### config.mk
export PLATFORM = sky130hd
export DESIGN_NAME = intan_ctrl_top
export DESIGN_NICKNAME = d
export VERILOG_FILES = /design/src/hw/intan_pkg.sv /design/src/hw/intan_ctrl_top.sv /design/src/hw/intan_cmd_seq.sv /design/src/hw/intan_reply_check.sv /design/src/hw/intan_spi_engine.sv
export VERILOG_INCLUDE_DIRS = /design/src /design/src/hw
export SDC_FILE = /design/constraint.sdc
export NUM_CORES = 1
export LEC_CHECK = 0
export ABC_AREA = 0
export ABC_CLOCK_PERIOD_IN_PS = 4800
export BUFFER_PORTS_ARGS = -buffer_cell sky130_fd_sc_hd__buf_2
export CAP_MARGIN = 25
export CORE_MARGIN = 1
export CORE_UTILIZATION = 58
export CTS_CLUSTER_DIAMETER = 100
export DETAILED_ROUTE_END_ITERATION = 6
export PLACE_DENSITY_LB_ADDON = 0.2
export SLEW_MARGIN = 20
export SYNTH_ARGS = -nofsm -noshare
export SYNTH_HDL_FRONTEND = slang
export SYNTH_SLANG_ARGS = --single-unit
### constraint.sdc
create_clock -name clk -period 4.8 [get_ports clk]
set_input_delay 0.96 -clock clk [delete_from_list [all_inputs] [get_ports clk]]
set_output_delay 0.96 -clock clk [all_outputs]
set_load 0.02 [all_outputs]
### src/hw/intan_params.svh
`ifndef INTAN_PARAMS_SVH
`define INTAN_PARAMS_SVH

// frame layout {cmd[1:0], addr[5:0], data[7:0]}
`define INTAN_FRAME_W 16

`define INTAN_CMD_WRITE 2'b10
`define INTAN_CMD_READ 2'b11

// upper byte of the echoed reply
`define INTAN_RET_WRITE 8'hFF
`define INTAN_RET_READ 8'h00

`define INTAN_REG_TAG0 6'd40
`define INTAN_REG_CHIPID 6'd62
`define INTAN_REG_NUMAMP 6'd63

// company tag "INTAN" in registers 40 to 44
`define INTAN_TAG_0 8'h49
`define INTAN_TAG_1 8'h4E
`define INTAN_TAG_2 8'h54
`define INTAN_TAG_3 8'h41
`define INTAN_TAG_4 8'h4E

`define INTAN_NUM_CFG 14

`define INTAN_SCLK_DIV 4
`define INTAN_CS_GAP 4
`define INTAN_CMD_CREDITS 2
`define INTAN_PIPE_DEPTH 2

`endif
### src/hw/intan_pkg.sv
`default_nettype none

`include "intan_params.svh"

package intan_pkg;

    typedef logic [`INTAN_FRAME_W-1:0] frame_t;
    typedef logic [5:0] reg_addr_t;
    typedef logic [7:0] reg_byte_t;

    // 0 unknown, 1 16ch, 2 32ch, 3 64ch
    typedef logic [1:0] dev_kind_t;

    typedef enum logic [1:0] {
        EXP_NONE,
        EXP_MATCH,
        EXP_CHIPID,
        EXP_NUMAMP
    } expect_kind_t;

    // what the reply to a command should look like
    typedef struct packed {
        expect_kind_t kind;
        frame_t       word;
        logic         last;
    } expect_t;

    typedef struct packed {
        frame_t  frame;
        expect_t rec;
    } cmd_t;

    typedef struct packed {
        logic      ok;
        dev_kind_t kind;
    } verdict_t;

    typedef enum logic [2:0] {
        ST_IDLE,
        ST_CHECK,
        ST_CONF,
        ST_DRAIN,
        ST_WAIT_VERDICT,
        ST_DONE
    } seq_state_t;

    typedef reg_byte_t [`INTAN_NUM_CFG-1:0] cfg_bank_t;

endpackage

`default_nettype wire

### src/hw/intan_ctrl_top.sv
`timescale 1ns/1ps
`default_nettype none

module intan_ctrl_top
    import intan_pkg::*;
(
    input  logic      clk,
    input  logic      rst,
    input  logic      miso,
    input  logic      start_check,
    input  logic      start_conf,
    input  cfg_bank_t cfg,
    output logic      cs,
    output logic      sclk,
    output logic      mosi,
    output logic      check_done,
    output logic      conf_done,
    output dev_kind_t dev_kind
);

    logic     cmd_valid;
    cmd_t     cmd;
    logic     credit_return;
    logic     rsp_valid;
    frame_t   rsp_word;
    expect_t  rsp_expect;
    logic     verdict_valid;
    verdict_t verdict;

    intan_cmd_seq u_seq (
        .clk          (clk),
        .rst          (rst),
        .start_check  (start_check),
        .start_conf   (start_conf),
        .cfg          (cfg),
        .credit_return(credit_return),
        .verdict_valid(verdict_valid),
        .verdict      (verdict),
        .cmd_valid    (cmd_valid),
        .cmd          (cmd),
        .check_done   (check_done),
        .conf_done    (conf_done)
    );

    intan_spi_engine u_engine (
        .clk          (clk),
        .rst          (rst),
        .cmd_valid    (cmd_valid),
        .cmd          (cmd),
        .miso         (miso),
        .credit_return(credit_return),
        .rsp_valid    (rsp_valid),
        .rsp_word     (rsp_word),
        .rsp_expect   (rsp_expect),
        .cs           (cs),
        .sclk         (sclk),
        .mosi         (mosi)
    );

    intan_reply_check u_check (
        .clk          (clk),
        .rst          (rst),
        .rsp_valid    (rsp_valid),
        .rsp_word     (rsp_word),
        .rsp_expect   (rsp_expect),
        .verdict_valid(verdict_valid),
        .verdict      (verdict),
        .dev_kind     (dev_kind)
    );

endmodule

`default_nettype wire

### src/hw/intan_cmd_seq.sv
`timescale 1ns/1ps
`default_nettype none

`include "intan_params.svh"

module intan_cmd_seq
    import intan_pkg::*;
(
    input  logic      clk,
    input  logic      rst,
    input  logic      start_check,
    input  logic      start_conf,
    input  cfg_bank_t cfg,
    input  logic      credit_return,
    input  logic      verdict_valid,
    input  verdict_t  verdict,
    output logic      cmd_valid,
    output cmd_t      cmd,
    output logic      check_done,
    output logic      conf_done
);

    // five tag reads, then chip id and amplifier count
    localparam logic [3:0] CHECK_LAST = 4'd6;
    localparam logic [3:0] CHIPID_STEP = 4'd5;
    localparam logic [3:0] CONF_LAST = 4'(`INTAN_NUM_CFG - 1);
    localparam logic [3:0] DRAIN_LAST = 4'(`INTAN_PIPE_DEPTH - 1);
    localparam logic [1:0] CREDITS_FULL = 2'(`INTAN_CMD_CREDITS);

    seq_state_t state;
    logic [3:0] step;
    logic [3:0] pass_last;
    logic [1:0] credits;
    logic       mode_conf;
    logic       fail_seen;
    logic       issue;
    logic       request;
    reg_addr_t  tag_addr;
    cmd_t       next_cmd;

    function automatic reg_byte_t tag_byte(input logic [3:0] idx);
        case (idx)
            4'd0: tag_byte = `INTAN_TAG_0;
            4'd1: tag_byte = `INTAN_TAG_1;
            4'd2: tag_byte = `INTAN_TAG_2;
            4'd3: tag_byte = `INTAN_TAG_3;
            default: tag_byte = `INTAN_TAG_4;
        endcase
    endfunction

    assign request   = mode_conf ? start_conf : start_check;
    assign pass_last = mode_conf ? CONF_LAST : CHECK_LAST;
    assign issue = (state == ST_CHECK || state == ST_CONF || state == ST_DRAIN) &&
                   credits != 2'd0;

    assign check_done = (state == ST_DONE) && !mode_conf;
    assign conf_done  = (state == ST_DONE) && mode_conf;

    // each command carries the expectation for its own reply
    always_comb begin
        tag_addr = `INTAN_REG_TAG0 + {2'b00, step};
        next_cmd = '0;
        // drain read, nothing to judge
        next_cmd.frame = {`INTAN_CMD_READ, `INTAN_REG_TAG0, `INTAN_RET_READ};
        case (state)
            ST_CHECK: begin
                if (step == CHIPID_STEP) begin
                    next_cmd.frame    = {`INTAN_CMD_READ, `INTAN_REG_CHIPID, `INTAN_RET_READ};
                    next_cmd.rec.kind = EXP_CHIPID;
                end else if (step == CHECK_LAST) begin
                    next_cmd.frame    = {`INTAN_CMD_READ, `INTAN_REG_NUMAMP, `INTAN_RET_READ};
                    next_cmd.rec.kind = EXP_NUMAMP;
                    next_cmd.rec.last = 1'b1;
                end else begin
                    next_cmd.frame    = {`INTAN_CMD_READ, tag_addr, `INTAN_RET_READ};
                    next_cmd.rec.kind = EXP_MATCH;
                    next_cmd.rec.word = {`INTAN_RET_READ, tag_byte(step)};
                end
            end
            ST_CONF: begin
                next_cmd.frame    = {`INTAN_CMD_WRITE, 2'b00, step, cfg[step]};
                next_cmd.rec.kind = EXP_MATCH;
                next_cmd.rec.word = {`INTAN_RET_WRITE, cfg[step]};
                next_cmd.rec.last = (step == CONF_LAST);
            end
            default: begin
            end
        endcase
    end

    always_ff @(posedge clk or posedge rst) begin
        if (rst) begin
            state     <= ST_IDLE;
            step      <= '0;
            credits   <= CREDITS_FULL;
            mode_conf <= 1'b0;
            fail_seen <= 1'b0;
            cmd_valid <= 1'b0;
        end else begin
            cmd_valid <= issue;
            credits   <= credits - 2'(issue) + 2'(credit_return);
            // a failed pass still runs to its end
            if (verdict_valid && !verdict.ok) begin
                fail_seen <= 1'b1;
            end
            case (state)
                ST_IDLE: begin
                    step      <= '0;
                    fail_seen <= 1'b0;
                    if (start_check) begin
                        mode_conf <= 1'b0;
                        state     <= ST_CHECK;
                    end else if (start_conf) begin
                        mode_conf <= 1'b1;
                        state     <= ST_CONF;
                    end
                end
                ST_CHECK, ST_CONF: begin
                    if (issue) begin
                        if (step == pass_last) begin
                            step  <= '0;
                            state <= ST_DRAIN;
                        end else begin
                            step <= step + 4'd1;
                        end
                    end
                end
                ST_DRAIN: begin
                    if (issue) begin
                        if (step == DRAIN_LAST) begin
                            state <= ST_WAIT_VERDICT;
                        end else begin
                            step <= step + 4'd1;
                        end
                    end
                end
                ST_WAIT_VERDICT: begin
                    if (verdict_valid && verdict.ok && !fail_seen) begin
                        state <= ST_DONE;
                    end else if (fail_seen && credits == CREDITS_FULL) begin
                        // every frame of the bad pass is back, start over
                        fail_seen <= 1'b0;
                        step      <= '0;
                        state     <= mode_conf ? ST_CONF : ST_CHECK;
                    end
                end
                ST_DONE: begin
                    if (!request) begin
                        state <= ST_IDLE;
                    end
                end
                default: state <= ST_IDLE;
            endcase
        end
    end

    always_ff @(posedge clk) begin
        if (issue) begin
            cmd <= next_cmd;
        end
    end

endmodule

`default_nettype wire

### src/hw/intan_reply_check.sv
`timescale 1ns/1ps
`default_nettype none

`include "intan_params.svh"

module intan_reply_check
    import intan_pkg::*;
(
    input  logic      clk,
    input  logic      rst,
    input  logic      rsp_valid,
    input  frame_t    rsp_word,
    input  expect_t   rsp_expect,
    output logic      verdict_valid,
    output verdict_t  verdict,
    output dev_kind_t dev_kind
);

    // oldest record sits at the top
    expect_t [`INTAN_PIPE_DEPTH-1:0] pipe;
    expect_t   rec;
    dev_kind_t word_kind;
    dev_kind_t id_kind;
    logic      bad;
    logic      kinds_agree;
    logic      ok;

    function automatic dev_kind_t decode_chip_id(input reg_byte_t b);
        case (b)
            8'h01: decode_chip_id = 2'd2;
            8'h02: decode_chip_id = 2'd1;
            8'h04: decode_chip_id = 2'd3;
            default: decode_chip_id = 2'd0;
        endcase
    endfunction

    function automatic dev_kind_t decode_num_amp(input reg_byte_t b);
        case (b)
            8'h10: decode_num_amp = 2'd1;
            8'h20: decode_num_amp = 2'd2;
            8'h40: decode_num_amp = 2'd3;
            default: decode_num_amp = 2'd0;
        endcase
    endfunction

    assign rec = pipe[`INTAN_PIPE_DEPTH-1];

    always_comb begin
        word_kind = '0;
        bad       = 1'b0;
        case (rec.kind)
            EXP_MATCH: begin
                bad = (rsp_word != rec.word);
            end
            EXP_CHIPID: begin
                word_kind = decode_chip_id(rsp_word[7:0]);
                bad       = (word_kind == '0);
            end
            EXP_NUMAMP: begin
                word_kind = decode_num_amp(rsp_word[7:0]);
                bad       = (word_kind == '0);
            end
            default: begin
            end
        endcase
    end

    // both decodes must name the same device
    assign kinds_agree = (rec.kind != EXP_NUMAMP) || (word_kind == id_kind);
    assign ok          = !bad && kinds_agree;

    always_ff @(posedge clk or posedge rst) begin
        if (rst) begin
            pipe          <= '0;
            id_kind       <= '0;
            dev_kind      <= '0;
            verdict_valid <= 1'b0;
        end else begin
            verdict_valid <= 1'b0;
            if (rsp_valid) begin
                if (rec.kind == EXP_CHIPID) begin
                    id_kind <= word_kind;
                end
                if (rec.last || bad) begin
                    verdict_valid <= 1'b1;
                    pipe          <= '0;
                    if (rec.last && rec.kind == EXP_NUMAMP) begin
                        dev_kind <= ok ? word_kind : 2'd0;
                    end
                end else begin
                    pipe <= {pipe[`INTAN_PIPE_DEPTH-2:0], rsp_expect};
                end
            end
        end
    end

    always_ff @(posedge clk) begin
        if (rsp_valid) begin
            verdict <= '{ok: ok, kind: word_kind};
        end
    end

endmodule

`default_nettype wire

### src/hw/intan_spi_engine.sv
`timescale 1ns/1ps
`default_nettype none

`include "intan_params.svh"

module intan_spi_engine
    import intan_pkg::*;
(
    input  logic    clk,
    input  logic    rst,
    input  logic    cmd_valid,
    input  cmd_t    cmd,
    input  logic    miso,
    output logic    credit_return,
    output logic    rsp_valid,
    output frame_t  rsp_word,
    output expect_t rsp_expect,
    output logic    cs,
    output logic    sclk,
    output logic    mosi
);

    localparam int SLOT_W = $clog2(`INTAN_CMD_CREDITS);
    localparam int DIV_W = $clog2(`INTAN_SCLK_DIV);
    localparam int GAP_W = $clog2(`INTAN_CS_GAP);
    localparam int BIT_W = $clog2(`INTAN_FRAME_W);
    localparam logic [DIV_W-1:0] DIV_LAST = DIV_W'(`INTAN_SCLK_DIV - 1);
    localparam logic [GAP_W-1:0] GAP_LAST = GAP_W'(`INTAN_CS_GAP - 1);
    localparam logic [BIT_W-1:0] BIT_LAST = BIT_W'(`INTAN_FRAME_W - 1);

    typedef enum logic [1:0] {
        ENG_IDLE,
        ENG_SHIFT,
        ENG_GAP
    } eng_state_t;

    eng_state_t       state;
    cmd_t             slots [`INTAN_CMD_CREDITS];
    logic [SLOT_W-1:0] wr_ptr;
    logic [SLOT_W-1:0] rd_ptr;
    logic [SLOT_W:0]  count;
    logic [DIV_W-1:0] div_cnt;
    logic [GAP_W-1:0] gap_cnt;
    logic [BIT_W-1:0] bit_cnt;
    frame_t           tx_sr;
    frame_t           rx_sr;
    logic             half_done;
    logic             rise;
    logic             fall;
    logic             pop;
    logic             gap_end;
    logic             start_frame;

    assign half_done   = (state == ENG_SHIFT) && (div_cnt == DIV_LAST);
    assign rise        = half_done && !sclk;
    assign fall        = half_done && sclk;
    // slot frees one cycle after cs rises
    assign pop         = (state == ENG_GAP) && (gap_cnt == '0);
    assign gap_end     = (state == ENG_GAP) && (gap_cnt == GAP_LAST);
    assign start_frame = (state == ENG_IDLE || gap_end) && (count != '0);

    always_ff @(posedge clk or posedge rst) begin
        if (rst) begin
            state         <= ENG_IDLE;
            wr_ptr        <= '0;
            rd_ptr        <= '0;
            count         <= '0;
            div_cnt       <= '0;
            gap_cnt       <= '0;
            bit_cnt       <= '0;
            cs            <= 1'b1;
            sclk          <= 1'b0;
            mosi          <= 1'b0;
            rsp_valid     <= 1'b0;
            credit_return <= 1'b0;
        end else begin
            rsp_valid     <= pop;
            credit_return <= pop;
            count <= count + (SLOT_W + 1)'(cmd_valid) - (SLOT_W + 1)'(pop);
            if (cmd_valid) begin
                wr_ptr <= wr_ptr + 1'b1;
            end
            if (pop) begin
                rd_ptr <= rd_ptr + 1'b1;
            end

            if (start_frame) begin
                state   <= ENG_SHIFT;
                cs      <= 1'b0;
                div_cnt <= '0;
                bit_cnt <= '0;
                mosi    <= slots[rd_ptr].frame[`INTAN_FRAME_W-1];
            end else if (gap_end) begin
                state <= ENG_IDLE;
            end else if (state == ENG_GAP) begin
                gap_cnt <= gap_cnt + 1'b1;
            end else if (state == ENG_SHIFT) begin
                div_cnt <= div_cnt + 1'b1;
                if (half_done) begin
                    div_cnt <= '0;
                    sclk    <= !sclk;
                end
                if (fall) begin
                    if (bit_cnt == BIT_LAST) begin
                        cs      <= 1'b1;
                        gap_cnt <= '0;
                        state   <= ENG_GAP;
                    end else begin
                        // next bit goes out on the falling edge
                        bit_cnt <= bit_cnt + 1'b1;
                        mosi    <= tx_sr[`INTAN_FRAME_W-2];
                    end
                end
            end
        end
    end

    always_ff @(posedge clk) begin
        if (cmd_valid) begin
            slots[wr_ptr] <= cmd;
        end
        if (start_frame) begin
            tx_sr <= slots[rd_ptr].frame;
        end else if (fall) begin
            tx_sr <= tx_sr << 1;
        end
        if (rise) begin
            rx_sr <= {rx_sr[`INTAN_FRAME_W-2:0], miso};
        end
        if (pop) begin
            rsp_word   <= rx_sr;
            rsp_expect <= slots[rd_ptr].rec;
        end
    end

endmodule

`default_nettype wire

==> metrics <==
Peak supply drop=0.000274 V; Worst setup EP type=output port; Post-Synth Adder-Cell Area=2.37%; Max-cap violations=0; drt wl/cell=18.8 um; total power=0.00325 W; Leakage=3.92 nW; Total Routed Length=18100 um; EDFF count, synth=132; Residual DRC=0; DIE AREA=15800 um^2; Clk pin slew, worst setup/hold paths=0.07 ns; Seq/Total Area, Yosys=61.3%; clk root buf=clkbuf_16; Core Area=14800 um^2; Synth Cell Area=8880 um^2; postcts setup bufs=0; Avg Cell Area, Syn=13.8 um^2; Post-Layout Cell Count=959; unrepaired setup endpoints after global routing=no; Final TNS setup=0 ns; Inst Count DP=926; delay of the slowest critical-path stage=0.66 ns; CTS resizes=0; Slew Viols, Final=0; worst clock skew=0.00752 ns; All-Layer GR Usage=24.6%; Crit-path slowest cell=dfrtp_1; Mapped Nets=777; outcome=completed; Yosys warnings=0; 1st-iter DRT viols=345; DRT Pass-1 Iters=7; fillers=1008; first-pass GRT wire length=29300 um; GRT overflow=0; cell family with most CP delay=flip-flops; commonest non-fill, non-tap cells in the layout=edfxtp_1 (132), buf_2 (123), dfrtp_1 (56), inv_1 (42), nand2_1 (41); Placer Congestion=0.879; Post-Synth Simple-Gate Area=8.27%; XOR/XNOR Fraction of Synth Area=2.27%; cells after synthesis=644; Die Ht=126 um; Main synth FF type=edfxtp_1; vias=5703; CP required=3.84 ns; Final Hold Vio Count=0; CTS Hold Bufs=0; pin count of the biggest net entering global routing=41; Die Span X=126 um; area delta synth->final=15.5%; maximum buffer depth of the clock tree=2; clock sinks=191; commonest non-fill, non-tap cell in the layout=edfxtp_1; Final WS setup=2.14 ns; antenna violations before repair=1; ys async rst share=30.9%; final setup vio count=0; min cycle time layout=2.66 ns; main combinational cell family by area after synthesis=multiplexers; Initial Utilization=60.2%; post-synthesis mux area share=11.6%; CTS tree=built; port buffer count=123; Crit Path Max Fanout=16; Hold/Removal Path Class=reg -> reg; fin area=10300 um^2; WP buf/inv=1; Slew headroom=46.0%; Synth Register Bits=191; power per standard cell area=316 nW/um^2; # IOs=124; CTS Buf Count=17; area post-placement=9660 um^2; DRT antenna net count=0; post-synthesis compound-gate area fraction=10.7%; WS Path Type=reg -> out; Worst setup SP type=flop; vias in the first global route=5865; distinct cell type count after synthesis=60; Final period util=55.4%; Worst Tran Pin Value=0.810 ns; DP HPWL=13300 um; layout cells sized above 1=31.7%; nets@finish=894; clk_lat worst skew=0.43 ns; Max Fclk=0.376 GHz; Vias/cell=5.95; WP data arrival=1.70 ns; Cell Rows=44; H-tree level count=4; CP Cell Sequence=and3b_1 > nor2b_1 > buf_2; pre-CTS setup slack=2.05 ns
==> cell usage after synthesis, drive strengths merged, types with 8 or more instances <==
| cell type | number | area, um^2 |
|---|---|---|
| o21ai | 28 | 140 |
| a21oi | 16 | 80.1 |
| dfrtp | 57 | 1430 |
| inv | 43 | 161 |
| xor2 | 14 | 123 |
| o22ai | 15 | 156 |
| clkbuf | 21 | 78.8 |
| mux2i | 22 | 220 |
| edfxtp | 132 | 3960 |
| nand3 | 11 | 55.1 |
| buf | 13 | 71.3 |
| mux4 | 24 | 541 |
| a211oi | 9 | 67.6 |
| nor2 | 38 | 143 |
| a221oi | 8 | 70.1 |
| o2bb2ai | 12 | 168 |
| xnor2 | 9 | 78.8 |
| nand2 | 41 | 154 |
| mux2 | 24 | 270 |
| ha | 16 | 200 |
==> report_power, final <==
group	switching, W	total [W]	internal [W]
combinational	0.0000366	0.0000878	0.0000512
sequential	0	0.00174	0.00174
clock	0.000594	0.00141	0.000819
==> state kept, by name, summed over array words and instances (netlist names), 2 cells and up <==
name                 flops
u_engine.bit_cnt         4
u_engine.rsp_word       16
u_engine.slots          48
u_engine.tx_sr          15
u_engine.div_cnt         2
u_check.pipe            24
u_engine.rsp_expect     12
u_engine.rx_sr          16
u_engine.gap_cnt         2
u_engine.state           2
u_seq.credits            2
u_seq.step               4
u_check.id_kind          2
u_engine.count           2
u_seq.state              3
u_seq.cmd               24
u_check.dev_kind         2
==> metal layers <==
layer,global-route usage [%],part of all wire (%),vias up
li1,-,-,2666
met3,4.67,4.7,43
met2,42.9,51,205
met4,15.6,5.4,0
met5,0,0,-
met1,28.1,39,2789
==> through the flow <==
step | utilization [%] | hold WS (ns)
after global placement | 65.4 | 0.404
final | 69.5 | 0.425
after CTS | 69.5 | 0.428
after global routing | 69.5 | 0.428
after detailed placement | 65.5 | 0.411
after floorplan | - | 0.400
==> worst paths after layout <==
path	cells past startpoint	end	slack, ns	startpoint
setup / recovery	3	check_done	2.14	u_seq.state[2]$_DFFE_PP0P_
hold / removal	0	u_engine.rsp_word[15]$_DFFE_PP_	0.43	u_engine.rx_sr[15]$_DFFE_PP_
setup reg to reg	6	u_seq.credits[1]$_DFF_PP1_	2.25	u_engine.credit_return$_DFF_PP0_
hold reg to reg	0	u_engine.rsp_word[15]$_DFFE_PP_	0.43	u_engine.rx_sr[15]$_DFFE_PP_
max in group asynchronous	3	u_seq.credits[1]$_DFF_PP1_	3.29	rst
min in group asynchronous	2	u_engine.bit_cnt[2]$_DFFE_PP0P_	0.65	rst
==> cell families after synthesis <==
logic type                 count (synthesis)
xor gates and xnor gates                  23
and+or+nand+nor                          145
adders and majority gates                 17
DFF                                      191
AOI/OAI and AO/OA                        120
muxes                                     70
buffers and inverters                     78
==> layout make-up <==
class | instances | area (um^2) | share of cell area (%)
Antenna cell | 1 | 2.50 | 0.0244
Sequential cell | 191 | 5450 | 53.1
Tap cell | 184 | 230 | 2.24
Multi-Input combinational cell | 375 | 3130 | 30.5
Timing Repair Buffer | 132 | 691 | 6.73
Clock inverter | 14 | 165 | 1.61
Inverter | 44 | 165 | 1.61
Clock buffer | 18 | 429 | 4.18
==> worst register-to-register path, cell delays in order, from the launching register on <==
cell     delay (ns)
dfrtp_1        0.87
inv_1          0.56
ha_1           0.46
inv_1          0.04
ha_1           0.20
xnor2_1        0.20
xnor2_1        0.15
Power figures use the tool's default switching activity.
